===== config.mk =====
export PLATFORM = sky130hd
export DESIGN_NAME = exec_lane
export DESIGN_NICKNAME = d
export VERILOG_FILES = /design/src/rtl/isa_pkg.sv /design/src/rtl/pipe_pkg.sv /design/src/rtl/exec_lane.sv
export SDC_FILE = /design/constraint.sdc
export NUM_CORES = 1
export LEC_CHECK = 0
export CAP_MARGIN = 25
export CELL_PAD_IN_SITES_DETAIL_PLACEMENT = 1
export CELL_PAD_IN_SITES_GLOBAL_PLACEMENT = 1
export CORE_ASPECT_RATIO = 0.7
export CORE_MARGIN = 5
export CORE_UTILIZATION = 40
export DETAILED_ROUTE_END_ITERATION = 12
export DONT_BUFFER_PORTS = 1
export GPL_TIMING_DRIVEN = 0
export PLACE_DENSITY_LB_ADDON = 0.25
export SKIP_LAST_GASP = 1
export SYNTH_ARGS = -nofsm -noshare
export SYNTH_HDL_FRONTEND = slang
export SYNTH_SLANG_ARGS = --single-unit

===== constraint.sdc =====
create_clock -name clk -period 5.8 [get_ports clk]
set_input_delay 1.16 -clock clk [delete_from_list [all_inputs] [get_ports clk]]
set_output_delay 1.16 -clock clk [all_outputs]
set_load 0.01 [all_outputs]

===== src/rtl/isa_pkg.sv =====
`default_nettype none

package isa_pkg;

  ////////////////////////////////////////////////////////////////////////////
  // architectural widths
  ////////////////////////////////////////////////////////////////////////////

  localparam int DATA_W    = 32;
  localparam int REG_IDX_W = 5;
  localparam int NUM_REGS  = 1 << REG_IDX_W;
  localparam int INSTR_W   = 32;
  localparam int IMM_W     = 16;
  localparam int SHAMT_W   = 5;

  typedef logic [DATA_W-1:0]    data_t;
  typedef logic [REG_IDX_W-1:0] reg_idx_t;
  typedef logic [INSTR_W-1:0]   instr_t;
  typedef logic [IMM_W-1:0]     imm_t;
  typedef logic [SHAMT_W-1:0]   shamt_t;

  ////////////////////////////////////////////////////////////////////////////
  // instruction word fields
  ////////////////////////////////////////////////////////////////////////////

  localparam int OPCODE_MSB = 31;
  localparam int OPCODE_LSB = 26;
  localparam int RS_MSB     = 25;
  localparam int RS_LSB     = 21;
  localparam int RT_MSB     = 20;
  localparam int RT_LSB     = 16;
  localparam int RD_MSB     = 15;
  localparam int RD_LSB     = 11;
  localparam int SHAMT_MSB  = 10;
  localparam int SHAMT_LSB  = 6;
  localparam int IMM_MSB    = 15;
  localparam int IMM_LSB    = 0;

  // opcode map, codes not listed behave as nop
  // three-register ops read rs and rt, write rd
  // shifts read rs only, write rd, amount from shamt
  // immediate ops read rs, write rt
  typedef enum logic [OPCODE_MSB-OPCODE_LSB:0] {
    OP_NOP  = 6'd0,
    OP_ADD  = 6'd1,
    OP_SUB  = 6'd2,
    OP_AND  = 6'd3,
    OP_OR   = 6'd4,
    OP_XOR  = 6'd5,
    OP_SLT  = 6'd6,
    OP_SLL  = 6'd7,
    OP_SRL  = 6'd8,
    OP_ADDI = 6'd9,
    OP_ORI  = 6'd10
  } opcode_e;

endpackage

`default_nettype wire


===== src/rtl/pipe_pkg.sv =====
`default_nettype none

package pipe_pkg;

  // two lanes, each with an rs and an rt read port
  localparam int NUM_LANES      = 2;
  localparam int NUM_READ_PORTS = 2 * NUM_LANES;

  // alu functions
  typedef enum logic [3:0] {
    ALU_ADD = 4'd0,
    ALU_SUB = 4'd1,
    ALU_AND = 4'd2,
    ALU_OR  = 4'd3,
    ALU_XOR = 4'd4,
    ALU_SLT = 4'd5,
    ALU_SLL = 4'd6,
    ALU_SRL = 4'd7
  } alu_op_e;

  ////////////////////////////////////////////////////////////////////////////
  // decode/execute slot, one per lane
  ////////////////////////////////////////////////////////////////////////////

  typedef struct packed {
    logic              valid;
    // set only for a writing op with nonzero dest
    logic              writes;
    alu_op_e           alu_op;
    isa_pkg::reg_idx_t rs_idx;
    isa_pkg::reg_idx_t rt_idx;
    isa_pkg::reg_idx_t dest;
    isa_pkg::data_t    rs_val;
    isa_pkg::data_t    rt_val;
    // second operand from imm_val instead of rt
    logic              use_imm;
    isa_pkg::data_t    imm_val;
  } lane_op_t;

  // result heading for regfile and commit port
  typedef struct packed {
    logic              valid;
    isa_pkg::reg_idx_t dest;
    isa_pkg::data_t    value;
  } wb_item_t;

  typedef wb_item_t [NUM_LANES-1:0] wb_vec_t;
  typedef lane_op_t [NUM_LANES-1:0] lane_op_vec_t;

  // issue fsm
  typedef enum logic {
    ISSUE_PAIR  = 1'b0,
    ISSUE_SPLIT = 1'b1
  } issue_state_e;

endpackage

`default_nettype wire


===== src/rtl/exec_lane.sv =====
`default_nettype none

module exec_lane (
  input  wire logic               clk,
  input  wire logic               rst_n,
  input  wire pipe_pkg::lane_op_t op,
  input  wire pipe_pkg::wb_vec_t  results,
  output pipe_pkg::wb_item_t      result
);

  isa_pkg::data_t  src_a;
  isa_pkg::data_t  src_rt;
  isa_pkg::data_t  src_b;
  isa_pkg::shamt_t sh_amt;
  isa_pkg::data_t  alu_out;

  ////////////////////////////////////////////////////////////////////////////
  // operand forwarding
  ////////////////////////////////////////////////////////////////////////////

  // newest match wins, so lane 1 overrides lane 0
  // r0 never forwarded
  function automatic isa_pkg::data_t forward_src(isa_pkg::reg_idx_t  idx,
                                                 isa_pkg::data_t     read_val,
                                                 pipe_pkg::wb_vec_t  res);
    isa_pkg::data_t v;
    v = read_val;
    if (idx != '0) begin
      for (int l = 0; l < pipe_pkg::NUM_LANES; l++) begin
        if (res[l].valid && (res[l].dest == idx)) begin
          v = res[l].value;
        end
      end
    end
    return v;
  endfunction

  assign src_a  = forward_src(op.rs_idx, op.rs_val, results);
  assign src_rt = forward_src(op.rt_idx, op.rt_val, results);
  // immediate or shamt replaces rt
  assign src_b  = op.use_imm ? op.imm_val : src_rt;
  assign sh_amt = src_b[isa_pkg::SHAMT_W-1:0];

  ////////////////////////////////////////////////////////////////////////////
  // alu
  ////////////////////////////////////////////////////////////////////////////

  always_comb begin
    case (op.alu_op)
      pipe_pkg::ALU_ADD: alu_out = src_a + src_b;
      pipe_pkg::ALU_SUB: alu_out = src_a - src_b;
      pipe_pkg::ALU_AND: alu_out = src_a & src_b;
      pipe_pkg::ALU_OR:  alu_out = src_a | src_b;
      pipe_pkg::ALU_XOR: alu_out = src_a ^ src_b;
      // signed compare, 0 or 1
      pipe_pkg::ALU_SLT: alu_out = isa_pkg::data_t'($signed(src_a) < $signed(src_b));
      pipe_pkg::ALU_SLL: alu_out = src_a << sh_amt;
      pipe_pkg::ALU_SRL: alu_out = src_a >> sh_amt;
      default:           alu_out = '0;
    endcase
  end

  // result register
  always_ff @(posedge clk) begin
    result.dest  <= op.dest;
    result.value <= alu_out;
    if (!rst_n) begin
      result.valid <= 1'b0;
    end else begin
      result.valid <= op.valid && op.writes;
    end
  end

  // decode must never hand over an r0 writer
  a_no_r0_result: assert property (@(posedge clk) disable iff (!rst_n)
    result.valid |-> (result.dest != '0));

endmodule

`default_nettype wire


=== After elaboration in Yosys (flattened, before gate mapping) ===
Index checks and enable logic that the tools add are counted.
W data, S select, Z words.

* Multiplexer cells: 8
* Bitwise logic cells: 3
* Magnitude comparators: 1
* Shift-type cells: 2
* Eq/ne operators: 11
* Add/sub/neg operators: 2
* Reductions and logical operators: 8

{| class="wikitable"
|+ Operators by type and width
! operator !! count
|-
| $pmux W32 S8 || 1
|-
| $mux W32 || 7
|-
| $add A32 B32 Y32 || 1
|-
| $and A32 B32 Y32 || 1
|-
| $lt A32 B32 Y1 || 1
|-
| $or A32 B32 Y32 || 1
|-
| $shl A32 B5 Y32 || 1
|-
| $shr A32 B5 Y32 || 1
|-
| $sub A32 B32 Y32 || 1
|-
| $xor A32 B32 Y32 || 1
|-
| $eq A5 B5 Y1 || 4
|-
| $eq A4 B3 Y1 const B || 4
|-
| $reduce_bool A5 Y1 || 2
|-
| $eq A4 B2 Y1 const B || 2
|-
| $logic_and A1 B1 Y1 || 5
|-
| $eq A4 B1 Y1 const B || 1
|-
| $logic_not A4 Y1 || 1
|}

* Output and inout port bits: 38
* Register bits: 38
* Logic and storage cells: 38
* Input bits: 196

=== Longest topological paths before layout ===
* Depth after elaboration: 8
* Mapped depth: 23
* Mapped depth without buffers: 19

=== Worst setup path before layout ===
Ideal clock, no wire load.

* Kind: in2reg
* Start point: input port op[103] in the netlist's numbering
* End point: register result[29] in the netlist's numbering
* Setup slack: -0.104 ns
* Path buffers: 4
* Arrival time: 5.768 ns
* Cell stages on the path: 20
* Data required time: 5.664 ns
* Cells stage by stage: or4_4 > nor2_4 > nor3_1 > o21ai_2 > o211a_1 > buf_2 > buf_1 > clkbuf_1 > ha_1 > clkbuf_1 > nand3_1 > o311ai_0 > a211o_1 > a2111o_1 > a2111oi_0 > o31ai_1 > a31oi_1 > o211ai_1 > xnor2_1 > o211ai_1

* Cells in the longest elaborated chain, start to end: 8
* Elaborated cells on any way between the ends: 17

{| class="wikitable"
|+ Ends and longest elaborated chain
! item !! RTL line !! source
|-
| from (decl) || exec_lane.sv:6 || <nowiki>input wire pipe_pkg::lane_op_t op,</nowiki>
|-
| $eq A5 B5 Y1 || exec_lane.sv:30 || <nowiki>if (res[l].valid && (res[l].dest == idx)) begin</nowiki>
|-
| $logic_and A1 B1 Y1 || exec_lane.sv:30 ||
|-
| $mux W32 (2 in a row) || exec_lane.sv:30 ||
|-
| $mux W32 (*) || exec_lane.sv:28 || <nowiki>if (idx != '0) begin</nowiki>
|-
| $mux W32 (*) || exec_lane.sv:41 || <nowiki>assign src_b = op.use_imm ? op.imm_val : src_rt;</nowiki>
|-
| $sub A32 B32 Y32, or another cell as far along || exec_lane.sv:51 || <nowiki>pipe_pkg::ALU_SUB: alu_out = src_a - src_b;</nowiki>
|-
| $pmux W32 S8 (*) || exec_lane.sv:49 || <nowiki>case (op.alu_op)</nowiki>
|-
| net alu_out[29] || exec_lane.sv:15 || <nowiki>isa_pkg::data_t alu_out;</nowiki>
|-
| to (decl) || exec_lane.sv:8 || <nowiki>output pipe_pkg::wb_item_t result</nowiki>
|}

Mark *: on every way through the listed nets, which the timed path passes. The rest lies on a longest branch.
A chain may end at the register's enable or synchronous reset.

=== Final worst setup path ===
* Start point: input port results[33] in the netlist's numbering
* End point: register result[29] in the netlist's numbering

* Cells in the longest elaborated chain, start to end: 8
* Elaborated cells on any way between the ends: 19

{| class="wikitable"
|+ Ends and longest elaborated chain
! item !! RTL line !! source
|-
| from (decl) || exec_lane.sv:7 || <nowiki>input wire pipe_pkg::wb_vec_t results,</nowiki>
|-
| $eq A5 B5 Y1 || exec_lane.sv:30 ||
|-
| $logic_and A1 B1 Y1 || exec_lane.sv:30 ||
|-
| $mux W32 (2 in a row) || exec_lane.sv:30 ||
|-
| $mux W32 || exec_lane.sv:28 ||
|-
| $mux W32 || exec_lane.sv:41 ||
|-
| $sub A32 B32 Y32, or another cell as far along || exec_lane.sv:51 ||
|-
| $pmux W32 S8 (*) || exec_lane.sv:49 ||
|-
| net alu_out[29] || exec_lane.sv:15 ||
|}

Marked as above.

==> impl_metrics.ini <==
[power]
power-per-cell-area_mw_per_mm2 = 181.4
static-leakage-power_nw = 5.266
totalPowerFinal_mw = 2.328
vdd_ir_drop_max_mv = 0.1102

[floorplanning]
fp.dieArea_mm2 = 0.03088
row_count = 50
floorplan.die.height_um = 148.5
initial_core_util_pct = 40.77
core_area_mm2 = 0.02690
die-width_um = 207.9
pin_count = 234

[layout]
final_non_filler_cell_area_mm2 = 0.01283
registers.top_by_ff_count = result
drive_gt1_share_pct = 14.40
top_regs = result (38)
antennaDiodeCount = 0
finish.utilization_pct = 47.70
syn_to_final_growth_pct = 16.99
largest_register_ffs = 38
layout.cells.non_filler = 2031
nFillCells = 3488
final_common_cell = nand2_1
final_net_count = 1969
most_frequent_cells_in_the_layout = nand2_1 (175), mux2i_1 (135), inv_1 (120)

[timing]
final_min_period_over_clock_period_pct = 100.0
worst_slew_margin_rel_pct = 15.27
hold_viol = 0
final.min_clock_period_ps = 5802
clock.fmax_mhz = 172.4
finalMaxSlewViolations = 0
worst_slack_ps = -1.644
rsz0062_at_grt = true
slew_worst_pin_ps = 1258
setup_viol = 1

[logic_synthesis]
synth_top_family_by_area = compound AO/OA/AOI/OAI gates
ys_dominant_reg_cell = dfxtp_1
yosys.area.top_type_share_pct = 12.32
synth_adder_area_share_pct = 12.34
synth_seq_area_share_pct = 6.936
synth-seq-cells = 38
synth_area_mm2 = 0.01097
post-synth-top-area-cell = mux2i_1
syn_area_per_cell_um2 = 6.733
post_synth_xor_area_fraction_pct = 3.194
synthCells = 1629
synth_async_sr_flop_share_pct = 0
yosys.area_share.simple_pct = 20.21
synth_top_cells_by_area = mux2i_1 (12%), ha_1 (12%), dfxtp_1 (6.9%)
synth_mux_area_share_pct = 12.83
synth_warnings = 0
synth_cell_type_count = 84
synth-compound-area-share_pct = 34.86
mappedNetlistNets = 1932
synth_edf_count = 0

[min_path]
hp-class = in2reg
worst_hold_start = op[98]

[worst_setup_path]
slowest_delay_ps = 560
crit_path_start_kind = primary input
crit_required_ps = 5930
critical_path.cell_chain = nor2b_1 -> a221o_1 -> nor3_4 -> buf_6 -> buf_12 -> a31oi_2 -> o22ai_4 -> inv_1 -> ha_4 -> nand3_1 -> o311ai_4 -> a211o_1 -> a2111o_1 -> a2111oi_4 -> buf_4 -> o31ai_1 -> a31oi_1 -> o211ai_1 -> xnor2_1 -> o211ai_1
critical_path_peak_fanout = 8
worst_path_max_delay_cell = a2111o_1
cp-end-kind = flip-flop
arrival_ps = 5940
crit_path_frequent_cell = o211ai_1
critPathKind = in2reg
critical_path.startpoint = results[33]

[grt]
globalRoute.totalOverflow = 0
gr-usage-met3_pct = 18.15
grt_pass1_vias = 14440
top_usage_layer = met2
grt_pass1_wl_mm = 98.77
grt_antenna_before_repair = 0
largest_net_degree_at_the_start_of_global_routing = 30
met1_usage_pct = 58.21
grt.met2_usage_pct = 59.01
gr-usage-all-layers_pct = 42.21

[placement]
io_buffer_count = 0
place_hpwl_mm = 56.74
gpl.final_weighted_congestion = 1.152
placed_cell_count = 2001
area_after_dpl_mm2 = 0.01149

[clock_network]
cts_htree_levels = 2
clk_pin_slew_ps = 60
clock_sinks = 38
cts_tree = built
clockBufferDepth = 2
cts_root_buffer = clkbuf_16
numCtsBuffers = 5
cts-hold-fix-buffers = 0

[drt]
avgViaCountPerCell = 7.326
first_pass_iters = 6
drtAntennaViolNets = 0
wirelength_mm = 70.19
via_count_of_the_routed_design = 14880
drcViolationCount = 0
avgRoutedWirePerCell_um = 34.56
detailedRoute.firstIterationViolations = 2320

[status]
violated_checks = setup timing
run_status = finished, violations left

[run]
drv_cap = 0
==> repair_timing <==
action | in CTS | in global routing
gates resized for setup | 123 | 117
pin swaps | 21 | 45
buffers inserted | 18 | 22
cloned | 1 | 2
setup endpoints to repair | 28 | 17
==> where the power goes <==
part	internal, mW	leakage, nW	switching, mW
clock	0.170	0.0729	0.113
sequential	0.299	0.316	0.0352
combinational	0.547	4.88	1.16
total	1.02	5.27	1.31
==> metal layers <==
layer	vias up	wire length [µm]
met3	206	10670
li1	6132	-
met1	7347	29120
met4	2	2985
met2	1192	27360
met5	-	66
==> metrics by stage <==
stage                     setup TNS [ps]  hold slack (ps)  setup slack (ps)
after floorplan                        0             1188             5.577
after global placement            -37480             1188             -3089
after detailed placement          -37790             1188             -2255
after CTS                         -17.89            887.1            -17.89
after global routing              -242.3            878.4            -79.88
final                             -1.644            888.2            -1.644
==> logic make-up (layout without fill, tap and decap cells) <==
| group | count (synthesis) | in the layout |
|---|---|---|
| buffers and inverters | 248 | 285 |
| flip-flops | 38 | 38 |
| XOR/XNOR | 40 | 40 |
| multiplexers | 139 | 139 |
| AND/OR/NAND/NOR | 488 | 489 |
| adder cells (fa/ha/maj) | 107 | 107 |
| AO/OA/AOI/OAI | 569 | 569 |
==> worst paths after layout <==
path	to	slack, ps	cells after the start
hold / removal	result[33]	890	0
setup / recovery	result[29]	-2	20
==> cell usage after synthesis (4+ instances only) <==
master     number
a31oi_1        46
buf_1          11
nor4_1          8
buf_6           8
o22ai_1        45
nand3_1        43
buf_2          25
nor3_1         70
clkbuf_1       72
a211oi_1       18
xnor2_1        28
inv_1         123
o21a_1          6
o21ai_0       115
o311ai_0        7
xor2_1         12
ha_1          105
a21o_1         14
o211ai_1       55
or2_2           4
a21oi_1       101
dfxtp_1        38
mux2i_1       135
o22ai_2         4
a221oi_1       33
nor2b_1         6
o221ai_1        8
or3_1           5
nand2b_1       15
a221o_1         4
a2111oi_0       7
nor2_1        121
o21bai_1        5
nand2_1       177
nand4_1        10
and3_1          7
o31ai_1        16
o2111ai_1       5
a22oi_1        41
==> worst max-delay path: cells and delay by family <==
kind	cells	cell delay, ps
AOI/OAI and AO/OA	11	2830
and+or+nand+nor	3	550
xor gates and xnor gates	1	340
buffers and inverters	4	680
adders and majority gates	1	320
==> layout make-up <==
type | instances | area, µm² | share of cell area (%)
multi-input combinational | 1344 | 9891 | 77.08
sequential | 38 | 760.7 | 5.929
buffer | 98 | 623.1 | 4.856
inverter | 128 | 491.7 | 3.832
timing repair buffer | 51 | 457.9 | 3.569
tap | 364 | 455.4 | 3.549
clock buffer | 6 | 138.9 | 1.082
clock inverter | 2 | 12.51 | 0.09751
Power figures use the tool's default switching activity.
