`config.mk`:
```
export PLATFORM = sky130hd
export DESIGN_NAME = issue_unit
export DESIGN_NICKNAME = d
export VERILOG_FILES = /design/src/rtl/isa_pkg.sv /design/src/rtl/pipe_pkg.sv /design/src/rtl/issue_unit.sv
export SDC_FILE = /design/constraint.sdc
export NUM_CORES = 1
export LEC_CHECK = 0
export ABC_AREA = 1
export BUFFER_PORTS_ARGS = -buffer_cell sky130_fd_sc_hd__buf_4
export CAP_MARGIN = 20
export CORE_ASPECT_RATIO = 1.2
export CORE_MARGIN = 3
export CORE_UTILIZATION = 28
export CTS_CLUSTER_SIZE = 25
export DETAILED_ROUTE_END_ITERATION = 10
export PLACE_DENSITY = 0.6
export RECOVER_POWER = 25
export SYNTH_ARGS = -nofsm -noshare
export SYNTH_HDL_FRONTEND = slang
export SYNTH_SLANG_ARGS = --single-unit
```
`constraint.sdc`:
```
create_clock -name clk -period 5.4 [get_ports clk]
set_input_delay 0.27 -clock clk [delete_from_list [all_inputs] [get_ports clk]]
set_output_delay 0.27 -clock clk [all_outputs]
set_load 0.02 [all_outputs]
```
`src/rtl/isa_pkg.sv`:
```
`default_nettype none

package isa_pkg;

  ////////////////////////////////////////////////////////////////////////////
  // architectural widths
  ////////////////////////////////////////////////////////////////////////////

  localparam int DATA_W    = 32;
  localparam int REG_IDX_W = 5;
  localparam int NUM_REGS  = 1 << REG_IDX_W;
  localparam int INSTR_W   = 32;
  localparam int IMM_W     = 16;
  localparam int SHAMT_W   = 5;

  typedef logic [DATA_W-1:0]    data_t;
  typedef logic [REG_IDX_W-1:0] reg_idx_t;
  typedef logic [INSTR_W-1:0]   instr_t;
  typedef logic [IMM_W-1:0]     imm_t;
  typedef logic [SHAMT_W-1:0]   shamt_t;

  ////////////////////////////////////////////////////////////////////////////
  // instruction word fields
  ////////////////////////////////////////////////////////////////////////////

  localparam int OPCODE_MSB = 31;
  localparam int OPCODE_LSB = 26;
  localparam int RS_MSB     = 25;
  localparam int RS_LSB     = 21;
  localparam int RT_MSB     = 20;
  localparam int RT_LSB     = 16;
  localparam int RD_MSB     = 15;
  localparam int RD_LSB     = 11;
  localparam int SHAMT_MSB  = 10;
  localparam int SHAMT_LSB  = 6;
  localparam int IMM_MSB    = 15;
  localparam int IMM_LSB    = 0;

  // opcode map, codes not listed behave as nop
  // three-register ops read rs and rt, write rd
  // shifts read rs only, write rd, amount from shamt
  // immediate ops read rs, write rt
  typedef enum logic [OPCODE_MSB-OPCODE_LSB:0] {
    OP_NOP  = 6'd0,
    OP_ADD  = 6'd1,
    OP_SUB  = 6'd2,
    OP_AND  = 6'd3,
    OP_OR   = 6'd4,
    OP_XOR  = 6'd5,
    OP_SLT  = 6'd6,
    OP_SLL  = 6'd7,
    OP_SRL  = 6'd8,
    OP_ADDI = 6'd9,
    OP_ORI  = 6'd10
  } opcode_e;

endpackage

`default_nettype wire

```
`src/rtl/pipe_pkg.sv`:
```
`default_nettype none

package pipe_pkg;

  // two lanes, each with an rs and an rt read port
  localparam int NUM_LANES      = 2;
  localparam int NUM_READ_PORTS = 2 * NUM_LANES;

  // alu functions
  typedef enum logic [3:0] {
    ALU_ADD = 4'd0,
    ALU_SUB = 4'd1,
    ALU_AND = 4'd2,
    ALU_OR  = 4'd3,
    ALU_XOR = 4'd4,
    ALU_SLT = 4'd5,
    ALU_SLL = 4'd6,
    ALU_SRL = 4'd7
  } alu_op_e;

  ////////////////////////////////////////////////////////////////////////////
  // decode/execute slot, one per lane
  ////////////////////////////////////////////////////////////////////////////

  typedef struct packed {
    logic              valid;
    // set only for a writing op with nonzero dest
    logic              writes;
    alu_op_e           alu_op;
    isa_pkg::reg_idx_t rs_idx;
    isa_pkg::reg_idx_t rt_idx;
    isa_pkg::reg_idx_t dest;
    isa_pkg::data_t    rs_val;
    isa_pkg::data_t    rt_val;
    // second operand from imm_val instead of rt
    logic              use_imm;
    isa_pkg::data_t    imm_val;
  } lane_op_t;

  // result heading for regfile and commit port
  typedef struct packed {
    logic              valid;
    isa_pkg::reg_idx_t dest;
    isa_pkg::data_t    value;
  } wb_item_t;

  typedef wb_item_t [NUM_LANES-1:0] wb_vec_t;
  typedef lane_op_t [NUM_LANES-1:0] lane_op_vec_t;

  // issue fsm
  typedef enum logic {
    ISSUE_PAIR  = 1'b0,
    ISSUE_SPLIT = 1'b1
  } issue_state_e;

endpackage

`default_nettype wire

```
`src/rtl/issue_unit.sv`:
```
`default_nettype none

module issue_unit (
  input  wire logic                                                 clk,
  input  wire logic                                                 rst_n,
  input  wire logic                                                 issue,
  input  wire isa_pkg::instr_t   [pipe_pkg::NUM_LANES-1:0]          issue_pair,
  output logic                                                      busy,
  output isa_pkg::reg_idx_t      [pipe_pkg::NUM_READ_PORTS-1:0]     rd_addr,
  input  wire isa_pkg::data_t    [pipe_pkg::NUM_READ_PORTS-1:0]     rd_data,
  output pipe_pkg::lane_op_vec_t                                    ops
);

  pipe_pkg::issue_state_e                      state;
  pipe_pkg::issue_state_e                      state_next;
  // lane 1 word parked across a split
  isa_pkg::instr_t                             held_instr;
  isa_pkg::instr_t [pipe_pkg::NUM_LANES-1:0]   lane_instr;
  pipe_pkg::lane_op_vec_t                      dec;
  pipe_pkg::lane_op_vec_t                      ops_next;
  logic                                        dependent;

  ////////////////////////////////////////////////////////////////////////////
  // decode
  ////////////////////////////////////////////////////////////////////////////

  function automatic pipe_pkg::lane_op_t decode_op(isa_pkg::instr_t w,
                                                   isa_pkg::data_t  rs_val,
                                                   isa_pkg::data_t  rt_val);
    pipe_pkg::lane_op_t op;
    isa_pkg::opcode_e   opc;
    isa_pkg::imm_t      imm;
    isa_pkg::shamt_t    shamt;
    opc   = isa_pkg::opcode_e'(w[isa_pkg::OPCODE_MSB:isa_pkg::OPCODE_LSB]);
    imm   = w[isa_pkg::IMM_MSB:isa_pkg::IMM_LSB];
    shamt = w[isa_pkg::SHAMT_MSB:isa_pkg::SHAMT_LSB];
    op        = '0;
    op.valid  = 1'b1;
    op.rs_idx = w[isa_pkg::RS_MSB:isa_pkg::RS_LSB];
    op.rt_idx = w[isa_pkg::RT_MSB:isa_pkg::RT_LSB];
    op.rs_val = rs_val;
    op.rt_val = rt_val;
    // rd by default, immediates retarget to rt
    op.dest   = w[isa_pkg::RD_MSB:isa_pkg::RD_LSB];
    case (opc)
      isa_pkg::OP_ADD: op.alu_op = pipe_pkg::ALU_ADD;
      isa_pkg::OP_SUB: op.alu_op = pipe_pkg::ALU_SUB;
      isa_pkg::OP_AND: op.alu_op = pipe_pkg::ALU_AND;
      isa_pkg::OP_OR:  op.alu_op = pipe_pkg::ALU_OR;
      isa_pkg::OP_XOR: op.alu_op = pipe_pkg::ALU_XOR;
      isa_pkg::OP_SLT: op.alu_op = pipe_pkg::ALU_SLT;
      isa_pkg::OP_SLL: begin
        op.alu_op  = pipe_pkg::ALU_SLL;
        op.use_imm = 1'b1;
        op.imm_val = isa_pkg::data_t'(shamt);
      end
      isa_pkg::OP_SRL: begin
        op.alu_op  = pipe_pkg::ALU_SRL;
        op.use_imm = 1'b1;
        op.imm_val = isa_pkg::data_t'(shamt);
      end
      isa_pkg::OP_ADDI: begin
        op.alu_op  = pipe_pkg::ALU_ADD;
        op.use_imm = 1'b1;
        op.imm_val = isa_pkg::data_t'(imm);
        op.dest    = op.rt_idx;
      end
      isa_pkg::OP_ORI: begin
        op.alu_op  = pipe_pkg::ALU_OR;
        op.use_imm = 1'b1;
        op.imm_val = isa_pkg::data_t'(imm);
        op.dest    = op.rt_idx;
      end
      isa_pkg::OP_NOP: op.valid = 1'b0;
      default:         op.valid = 1'b0;
    endcase
    // r0 target makes it a non-writer
    op.writes = op.valid && (op.dest != '0);
    return op;
  endfunction

  // lane 1 decodes the parked word while split
  always_comb begin
    lane_instr[0] = issue_pair[0];
    lane_instr[1] = (state == pipe_pkg::ISSUE_SPLIT) ? held_instr : issue_pair[1];
  end

  // ports 2i and 2i+1 belong to lane i
  always_comb begin
    for (int i = 0; i < pipe_pkg::NUM_LANES; i++) begin
      rd_addr[2*i]   = lane_instr[i][isa_pkg::RS_MSB:isa_pkg::RS_LSB];
      rd_addr[2*i+1] = lane_instr[i][isa_pkg::RT_MSB:isa_pkg::RT_LSB];
    end
  end

  always_comb begin
    for (int i = 0; i < pipe_pkg::NUM_LANES; i++) begin
      dec[i] = decode_op(lane_instr[i], rd_data[2*i], rd_data[2*i+1]);
    end
  end

  ////////////////////////////////////////////////////////////////////////////
  // steering
  ////////////////////////////////////////////////////////////////////////////

  // lane 1 reads what lane 0 writes
  // rt counts only for three-register ops
  assign dependent = dec[0].writes && dec[1].valid &&
                     ((dec[0].dest == dec[1].rs_idx) ||
                      (!dec[1].use_imm && (dec[0].dest == dec[1].rt_idx)));

  always_comb begin
    ops_next   = '0;
    state_next = state;
    if (state == pipe_pkg::ISSUE_SPLIT) begin
      // parked lane 1 goes out alone, keeps its slot
      ops_next[1] = dec[1];
      state_next  = pipe_pkg::ISSUE_PAIR;
    end else if (issue) begin
      ops_next[0] = dec[0];
      if (dependent) begin
        state_next = pipe_pkg::ISSUE_SPLIT;
      end else begin
        ops_next[1] = dec[1];
      end
    end
  end

  always_ff @(posedge clk) begin
    if (!rst_n) begin
      state <= pipe_pkg::ISSUE_PAIR;
      ops   <= '0;
    end else begin
      state <= state_next;
      ops   <= ops_next;
    end
  end

  // operands are re-read while parked, so only the word is kept
  always_ff @(posedge clk) begin
    if (state == pipe_pkg::ISSUE_PAIR) begin
      held_instr <= issue_pair[1];
    end
  end

  assign busy = (state == pipe_pkg::ISSUE_SPLIT);

  // environment must hold off for the split cycle
  a_no_issue_busy: assert property (@(posedge clk) disable iff (!rst_n)
    busy |-> !issue);

  // split lasts exactly one cycle
  a_split_once: assert property (@(posedge clk) disable iff (!rst_n)
    (state == pipe_pkg::ISSUE_SPLIT) |=> (state == pipe_pkg::ISSUE_PAIR));

endmodule

`default_nettype wire

```
# --- After elaboration in Yosys (flattened, before gate mapping) ---
# Cells that the tools add are included.
word_totals:
  output_inout_bits: 257
  regBits: 269
  wordCells: 77
classes:
  n_eq_ne: 22
  reduce_logical: 18
  mux: 13
  n_bitwise: 2
ops:
  columns: ["op", "n"]
  rows:
  - ["$mux 118", 2]
  - ["$mux 236", 1]
  - ["$pmux 33 s2", 2]
  - ["$eq 6x3->1 const B", 8]
  - ["$pmux 3 s7", 2]
  - ["$eq 6x4->1 const B", 6]
  - ["$mux 32", 1]
  - ["$eq 6x2->1 const B", 4]
  - ["$reduce_or 10->1", 2]
  - ["$eq 6x1->1 const B", 2]
  - ["$reduce_or 2->1", 6]
  - ["$eq 5x5->1", 2]
  - ["$mux 5", 2]
  - ["$reduce_bool 5->1", 2]
  - ["$logic_and 1x1->1", 5]
  - ["$mux 1", 3]
  - ["$reduce_or 3->1", 1]
  - ["$not 1->1", 2]
  - ["$logic_not 1->1", 1]
  - ["$logic_or 1x1->1", 1]

# --- Longest topological paths before layout ---
# Gate-level depths: netlist of the first run.
logic_depth:
  depth_word: 11
  ltp_mapped: 20
  mapped_depth_nobuf: 17

# --- Worst setup path after synthesis of the first run ---
# OpenSTA, ideal clock, no wires.
synth_timing:
  path_kind: "register to register"
  start: "register state (netlist: busy)"
  end: "register ops[215] in the netlist's numbering"
  path_slack_ps: 3113
  path_stages_with_launch: 19
  t_required_ps: 5273
  n_path_buf: 3
  arrival_time_ps: 2161
  synth_period_minus_slack_ps: 2287
  cell_sequence: "dfxtp_1 inv_2 buf_6 nand2_1 nand2_2 nor2_4 nand2_2 nor2_8 nor2_4 nand3_2 nand2_1 nor2_2 nand2_2 nand2_4 nand2_4 nand2_4 buf_12 buf_12 nor2_4"
synth_via:
  elab_chain_cells: 11
  word_cells_on_any_way: 27
  classes_between: "eq/ne (12); mux (7); reduce/logical (8)"
synth_lines:
  columns: ["element", "line_no", "text"]
  rows:
  - ["from (decl)", "issue_unit.sv:14", "pipe_pkg::issue_state_e state;"]
  - ["from (signal assigned)", "issue_unit.sv:131", "state <= pipe_pkg::ISSUE_PAIR;"]
  - ["from (signal assigned)", "issue_unit.sv:134", "state <= state_next;"]
  - ["$mux 32", null, null]
  - ["$eq 6x4->1 / $eq 6x3->1 (equally long branches)", "issue_unit.sv:45", "case (opc)"]
  - ["$reduce_or 2->1 (no source line)", null, null]
  - ["$pmux 33 s2", "issue_unit.sv:45", null]
  - ["$logic_not 1->1", "issue_unit.sv:110", "(!dec[1].use_imm && (dec[0].dest == dec[1].rt_idx)));"]
  - ["$logic_and 1x1->1", "issue_unit.sv:110", null]
  - ["$logic_or 1x1->1", "issue_unit.sv:109", "((dec[0].dest == dec[1].rs_idx) ||"]
  - ["$logic_and 1x1->1", "issue_unit.sv:108", "assign dependent = dec[0].writes && dec[1].valid &&"]
  - ["$mux 118", "issue_unit.sv:121", "if (dependent) begin"]
  - ["$mux 236", "issue_unit.sv:119", "end else if (issue) begin"]
  - ["$mux 118 (*)", "issue_unit.sv:115", "if (state == pipe_pkg::ISSUE_SPLIT) begin"]
  - ["to (signal assigned)", "issue_unit.sv:135", "ops <= ops_next;"]
  - ["to (decl)", "issue_unit.sv:11", "output pipe_pkg::lane_op_vec_t ops"]
# Every way passes the cells marked *; elsewhere a longest branch is shown, timed or not.
# A chain may end at the register's enable or synchronous reset.

==> impl_metrics.toml, run 1 <==
[setup_path]
critPathArrivalTime_ns = 4.75
rrSetupSlack_ns = 1.05
cp.required_ns = 5.80
critPathCaptureType = "register"
cp-start-kind = "register"
critPathMaxStageDelay_ns = 1.05
critPathMaxFanout = 59
r2r_cells = 16
crit_type = "reg -> reg"
crit_chain = "inv_2, nand2_1, nand2_1, nor2_4, nand2_2, nor2_8, nor2_4, nand3_2, nand2_1, nor2_2, nand2_2, nand2_4, nand2_4, nand2_8, buf_4, nor2_4"
cp_slowest_cell = "dfxtp_1"

[logic_synthesis]
synthXorXnorAreaFrac = 0
synth-simple-area-share = 0.265
yosysSeqAreaShare = 0.551
syn_inst = 969
synthMuxAreaShare = 0.00117
syn_avg_cell_area_um2 = 8.81
yosys_warnings = 0
synth_area_um2 = 8540
synth_compound_area_frac = 0.0236
synth_top_family_by_area = "simple AND/OR/NAND/NOR gates"
synthAdderAreaFrac = 0
ys_seq_elements = 235
ys_types = 31

[floorplanning]
rows = 69
die_w_um = 165
initial_utilization = 0.286
io_pins = 452
core_um2 = 29900
die_h_um = 197
dieArea_um2 = 32600

[global_routing]
grt_usage = 0.171
first_global_vias = 8157
antenna_found_initial = 2
overflow = 0
grt_start_max_net_pins = 85
grt_pass1_wl_mm = 43.2

[sta]
finClkSkew_ns = 0.0191
setup_viol = 0
rsz0062_at_grt = "false"
period_needed_ns = 4.35
min_period_over_period = 0.805
max_slew_margin = 0.268
layout_setup_ws_ns = 1.05
slew_viol_final = 0
fmax_ghz = 0.230
hold_viol_final = 0
fin_tns_setup_ns = 0
tightest_slew_ns = 1.10

[clocking]
cts_setup_buffers = 0
clock-sinks = 235
h-tree-depth = 1
numCtsBuffers = 25
cts.path.max_buffers = 3
cts-root-buf = "clkbuf_16"
cts_tree = "done"
path_clk_slew_ns = 0.06
clock_latency_ns = 0.53

[place]
place_ws_ns = 1.52
dp_hpwl_mm = 21.4
placed_cells = 1729
place.gp.congestion = 0.817
portBuffers = 417

[drt]
drtIter0Drc = 316
wire_per_inst_um = 15.3
wirelength_mm = 29.7
num_vias = 7726
via_per_inst = 3.99
top_layer = "met5"
met2WireLength_mm = 14.8
drc = 0
wl_met3_mm = 2.64
postRouteAntennaNets = 0
route.layer.met1.wl_mm = 11.0
dr.pass1.iters = 5

[hold_path]
whs_path_depth = 3
min_path_type = "in -> reg"

[finish]
nets = 1725
utilization = 0.457
drive_gt1_frac = 0.287
fin_cells = 1936
layout_common_cells = "311 x buf_4, 235 x dfxtp_1, 182 x inv_1"
layout_commonest_cell = "buf_4"
syn_to_final_growth_pct = 60.0

[pwr]
power_mw = 4.02
leakage_nw = 6.76
ir_drop_mv = 0.231
p_per_area_nw_per_um2 = 295

[run_status]
status = "finished clean"

[run]
max_cap_viol_count = 0
## critical path: cells and delay by family (launching register included)
family                 cells  cell delay [ns]
buffers and inverters      2             0.99
and+or+nand+nor           14             2.03
DFF                        1             1.05
## per-layer routing
layer,global-route usage,up-vias
li1,-,3846
met1,0.180,3440
met2,0.315,377
met3,0.0447,61
met4,0.0798,2
met5,0,-
## flip-flops by register name, summed over array words and instances (netlist names)
signal,flops
busy,1
held_instr,32
ops,202
## Yosys cell counts, drive strengths merged
cell | number | share of area
o21ai | 16 | 0.011
mux2i | 1 | 0.0012
a41oi | 1 | 0.0010
nor4 | 1 | 0.00073
nor3 | 5 | 0.0029
nand3b | 3 | 0.0026
buf | 72 | 0.072
conb | 1 | 0.00044
nand4 | 3 | 0.0022
nor2 | 208 | 0.15
inv | 185 | 0.081
a31oi | 2 | 0.0015
a21oi | 7 | 0.0041
nand2 | 181 | 0.087
clkbuf | 13 | 0.0057
nand3 | 29 | 0.019
o22ai | 1 | 0.00073
dfxtp | 235 | 0.55
a22o | 5 | 0.0051
## final timing paths
path | startpoint | to
setup / recovery | busy$_SDFF_PP0_ | ops[213]$_SDFF_PN0_
hold / removal | rd_data[120] | ops[175]$_SDFF_PN0_
setup reg to reg | busy$_SDFF_PP0_ | ops[213]$_SDFF_PN0_
hold reg to reg | held_instr[4]$_DFF_P_ | held_instr[4]$_DFF_P_
## cell type report
class / instances / area, um2
inverters: 185 / 694
repair buffers: 586 / 4390
clock buffers: 31 / 678
well taps: 390 / 488
multi-input cells: 497 / 2610
diodes: 2 / 5.00
fillers: 2913 / 16200
clock inverters: 10 / 83.8
flip-flops and latches: 235 / 4700
## timing repair
item	in CTS	in global routing
resized for setup	0	0
endpoints found under the hold margin	164	0
hold buffers	164	0
## metrics by stage
step | instance area (um2) | hold slack [ns]
floorplan | 8660 | 0.382
global placement | 11700 | 0.434
detailed placement | 11700 | 0.438
CTS | 14100 | 0.00167
global route | 13700 | 0.0179
finish | 13700 | 0.0190
## logic make-up (layout without fill, tap and decap cells)
logic type	after synthesis	count (layout)
other	1	36
and+or+nand+nor	430	430
AOI/OAI and AO/OA	32	32
buffers and inverters	270	812
DFF	235	235
muxes	1	1
## power breakdown
group | internal [mW] | leakage, nW | switching, mW
Clock | 0.932 | 0.376 | 0.697
Sequential | 1.80 | 1.93 | 0.0186
Combinational | 0.263 | 4.46 | 0.314
Total | 2.99 | 6.76 | 1.03
No activity file was read; power rests on OpenSTA's default activity.
==> run 2, diff against run 1 <==
==> constraint.sdc (replaced) <==
create_clock -name clk -period 4.18 [get_ports clk]
set_input_delay 0.209 -clock clk [delete_from_list [all_inputs] [get_ports clk]]
set_output_delay 0.209 -clock clk [all_outputs]
set_load 0.02 [all_outputs]
==> impl_metrics.toml, run 2 (same netlist as run 1, synthesis figures left out) <==
[global_routing]
antenna_found_initial = 3
grt_start_max_net_pins = 62
grt_pass1_wl_mm = 43.8
first_global_vias = 8108
grt_usage = 0.174
overflow = 0

[finish]
regMostFlops = "ops"
layout_commonest_cell = "buf_4"
syn_to_final_growth_pct = 65.6
drive_gt1_frac = 0.289
nets = 1752
largest_register_ffs = 202
layout_common_cells = "317 x buf_4, 235 x dfxtp_1, 187 x dlygate4sd3_1"

[clocking]
cts_tree = "done"
cts-root-buf = "clkbuf_16"
clock-sinks = 235
path_clk_slew_ns = 0.06
cts.path.max_buffers = 3
numCtsBuffers = 26
clock_latency_ns = 0.54
cts_resized = 0
h-tree-depth = 1

[hold_path]
min_to = "held_instr[23]$_DFF_P_"
min_path_type = "in -> reg"
whs_path_depth = 3
hp-start = "issue_pair[55]"

[floorplanning]
die_w_um = 165
rows = 69
initial_utilization = 0.286
die_h_um = 197
dieArea_um2 = 32600
core_um2 = 29900
io_pins = 452

[pwr]
combPwrFrac = 0.136
p_sw_mw = 1.37
clkPwrFrac = 0.446
power_mw = 5.62
p_int_mw = 4.25
leakage_nw = 7.00
ir_drop_mv = 0.276
p_sw_frac = 0.244
sequentialPowerShare = 0.417
p_per_area_nw_per_um2 = 398

[setup_path]
worstReg2RegEnd = "ops[153]$_SDFF_PN0_"
critPathArrivalTime_ns = 3.81
crit_type = "reg -> reg"
rrSetupSlack_ns = 0.80
critPathCaptureType = "register"
r2r_cells = 16
critPathMaxFanout = 42
cp.required_ns = 4.60
reg2reg_from = "busy$_SDFF_PP0_"
cp-start-kind = "register"

[drt]
via_per_inst = 3.96
wire_per_inst_um = 15.4
num_vias = 7806
wirelength_mm = 30.4
drc = 0
dr.pass1.iters = 5
drtIter0Drc = 291
postRouteAntennaNets = 0

[place]
dp_hpwl_mm = 22.0
portBuffers = 417
place.gp.congestion = 0.862

[sta]
setup_viol = 0
rsz0062_at_grt = "false"
finClkSkew_ns = 0.0267
tightest_slew_ns = 0.629
min_period_over_period = 0.809
max_slew_margin = 0.581
slew_viol_final = 0
fin_tns_setup_ns = 0
period_needed_ns = 3.38
fmax_ghz = 0.296
hold_viol_final = 0

[run_status]
status = "finished clean"

[run]
max_cap_viol_count = 0
-- run 2: metrics by stage --
step | utilization | setup WS, ns | cells | cell area, um2 | hold WS [ns]
CTS | 0.486 | 1.07 | 1967 | 14500 | 0.00336
detailed placement | 0.392 | 1.11 | 1732 | 11700 | 0.429
global placement | 0.392 | 1.17 | 1732 | 11700 | 0.421
floorplan | - | 1.89 | 1002 | 8660 | 0.321
finish | 0.473 | 0.797 | 1970 | 14100 | 0.0154
global route | 0.473 | 0.447 | 1969 | 14100 | 0.0240
-- run 2: power groups by stage --
stage	registers, mW	clock network (mW)	logic, mW
2_1_floorplan	2.48	0	0.289
3_3_place_gp	2.39	0	0.649
3_5_place_dp	2.40	0	0.653
4_1_cts	2.35	2.58	0.799
5_1_grt	2.35	2.66	0.830
6_report	2.35	2.51	0.767
-- run 2: metal layers --
metal / wire (um) / global-route usage
met2: 15200 / 0.322
met5: 13 / 0
met4: 1190 / 0.0700
met3: 2750 / 0.0478
met1: 11200 / 0.184
-- run 2: worst max path at each step --
stage | from | end | slack, ns | cells past startpoint
6_report | busy$_SDFF_PP0_ | ops[153]$_SDFF_PN0_ | 0.80 | 16
5_1_grt | busy$_SDFF_PP0_ | ops[153]$_SDFF_PN0_ | 0.45 | 16
4_1_cts | busy$_SDFF_PP0_ | ops[160]$_SDFF_PN0_ | 1.07 | 16
3_5_place_dp | issue_pair[31] | ops[202]$_SDFF_PN0_ | 1.11 | 18
3_3_place_gp | busy$_SDFF_PP0_ | ops[160]$_SDFF_PN0_ | 1.17 | 17
2_1_floorplan | busy$_SDFF_PP0_ | ops[215]$_SDFF_PN0_ | 1.89 | 18
-- run 2: area by class of cell --
cell class                 count  area [um2]
clock inverter                14         238
multi-input combinational    497        2620
inverter                     185         694
tap                          390         488
antenna                        3        7.51
timing repair buffer         612        4670
clock buffer                  34         711
sequential                   235        4700
fill                        2807       15700
-- run 2: what timing repair did --
item                                   CTS  global route
setup endpoints to repair                0             0
setup buffers                            0             0
hold buffers                           187             0
endpoints found under the hold margin  184             0
-- run 2: worst max-delay path: stages (launching register included) --
cell and delay (ns):
dfxtp_1 0.61, inv_1 0.32, nand2_1 0.13, nand2_1 0.10, nor2_4 0.21, nand2_2 0.13
nor2_8 0.32, nor2_4 0.09, nand3_2 0.08, nand2_1 0.06, nor2_2 0.09, nand2_2 0.08
nand2_4 0.10, nand2_4 0.08, nand2_8 0.39, buf_4 0.33, nor2_1 0.05
==> run 3, diff against run 2 <==
--- a/config.mk
+++ b/config.mk
@@ -13,7 +13,7 @@
 export CORE_UTILIZATION = 28
 export CTS_CLUSTER_SIZE = 25
 export DETAILED_ROUTE_END_ITERATION = 10
-export PLACE_DENSITY = 0.6
+export PLACE_DENSITY = 0.62
 export RECOVER_POWER = 25
 export SYNTH_ARGS = -nofsm -noshare
 export SYNTH_HDL_FRONTEND = slang
==> constraint.sdc (replaced) <==
create_clock -name clk -period 2.83 [get_ports clk]
set_input_delay 0.1415 -clock clk [delete_from_list [all_inputs] [get_ports clk]]
set_output_delay 0.1415 -clock clk [all_outputs]
set_load 0.02 [all_outputs]
==> impl_metrics.toml, run 3 (same netlist as run 1, synthesis figures left out) <==
[finish]
num_antenna_cells = 0
nets = 1765
drive_gt1_frac = 0.298
layout_commonest_cell = "buf_4"
regMostFlops = "ops"
fin_cells = 1975
layout_common_cells = "333 x buf_4, 234 x dfxtp_1, 185 x dlygate4sd3_1"
largest_register_ffs = 202
syn_to_final_growth_pct = 65.3

[clocking]
cts-root-buf = "clkbuf_16"
h-tree-depth = 1
clock_latency_ns = 0.52
path_clk_slew_ns = 0.06
cts_setup_buffers = 0
numCtsBuffers = 25
clock-sinks = 235
cts.path.max_buffers = 3
cts_tree = "done"

[sta]
hold_viol_final = 0
setup_viol = 0
period_needed_ns = 2.63
fmax_ghz = 0.380
tightest_slew_ns = 1.03
rsz0062_at_grt = "false"
slew_viol_final = 0
max_slew_margin = 0.311
min_period_over_period = 0.929
whs_ns = 0.0355
fin_tns_setup_ns = 0
finClkSkew_ns = 0.0129

[setup_path]
critPathCaptureType = "register"
crit_type = "in -> reg"
critPathArrivalTime_ns = 3.07
cp.required_ns = 3.27
critPathMaxFanout = 16
cp-start-kind = "input pin"

[floorplanning]
core_um2 = 29900
io_pins = 452
initial_utilization = 0.286
die_w_um = 165
dieArea_um2 = 32600
rows = 69
die_h_um = 197

[drt]
via_per_inst = 4.01
drc = 0
drtIter0Drc = 297
num_vias = 7913
postRouteAntennaNets = 0
wirelength_mm = 30.4
wire_per_inst_um = 15.4
dr.pass1.iters = 4

[global_routing]
first_global_vias = 8146
overflow = 0
grt_pass1_wl_mm = 44.0
grt_usage = 0.173
antenna_found_initial = 1
grt_start_max_net_pins = 90

[pwr]
power_mw = 7.76
p_per_area_nw_per_um2 = 550
leakage_nw = 7.02
ir_drop_mv = 0.514

[place]
portBuffers = 417
place.gp.congestion = 0.815
placed_cells = 1748
dp_hpwl_mm = 22.2

[run]
max_cap_viol_count = 0

[run_status]
status = "finished clean"

[hold_path]
min_path_type = "in -> reg"
[run 3: changes by cell type in the layout (fill, tap and decap cells not counted), moves of 3 or more]
| cell | before | now |
|---|---|---|
| bufinv_16 | 6 | 1 |
| buf_12 | 1 | 4 |
| clkbuf_1 | 112 | 109 |
| buf_4 | 317 | 333 |
| diode_2 | 3 | 0 |
[run 3: critical path: stages]
cell	delay [ns]
dlygate4sd3_1	0.52
buf_4	0.12
inv_1	0.08
nor2_4	0.17
nand2_1	0.10
nand2_1	0.27
nand2_1	0.22
nand2_1	0.24
nand3_1	0.12
nor2_2	0.23
nor2_2	0.07
nand2_2	0.10
nand2_4	0.08
nand2_4	0.09
nand2_8	0.14
buf_4	0.22
nor2_1	0.12
[run 3: area by class of cell]
class	count	area, um2
fillers	2850	15800
flip-flops and latches	235	4710
clock inverters	7	63.8
inverters	185	694
multi-input cells	497	2620
well taps	390	488
repair buffers	626	4820
clock buffers	35	713
[run 3: metal layers]
metal,share of wire,vias up,track usage
met1,0.38,3556,0.188
li1,-,3935,-
met3,0.089,49,0.0451
met4,0.024,2,0.0502
met2,0.51,371,0.327
met5,0.00036,-,0
[run 3: what timing repair did]
action,CTS,global route
endpoints found under the hold margin,190,0
setup endpoints to repair,0,84
hold buffers,185,0
gates resized for setup,0,1
[run 3: worst paths after layout]
check / from / endpoint / slack, ns / depth (start not counted)
worst min register to register: held_instr[2]$_DFF_P_ / held_instr[2]$_DFF_P_ / 0.46 / 2
worst min-delay path: issue_pair[53] / held_instr[21]$_DFF_P_ / 0.04 / 4
worst max-delay path: issue_pair[29] / ops[182]$_SDFF_PN0_ / 0.20 / 17
worst max register to register: busy$_SDFF_PP0_ / ops[195]$_SDFF_PN0_ / 0.25 / 16
[run 3: stage by stage]
stage / cell area, um2 / setup WS, ns / utilization
2_1_floorplan: 8660 / 0.543 / -
3_3_place_gp: 11900 / 0.0786 / 0.397
3_5_place_dp: 11900 / 0.0556 / 0.397
4_1_cts: 14500 / 0.0744 / 0.485
5_1_grt: 14100 / 0.00468 / 0.472
6_report: 14100 / 0.200 / 0.472
[run 3: power breakdown]
group          switching (mW)  internal (mW)  leakage (nW)
Combinational           0.615          0.546          4.70
Clock                    1.30           1.83         0.388
Sequential             0.0359           3.43          1.93
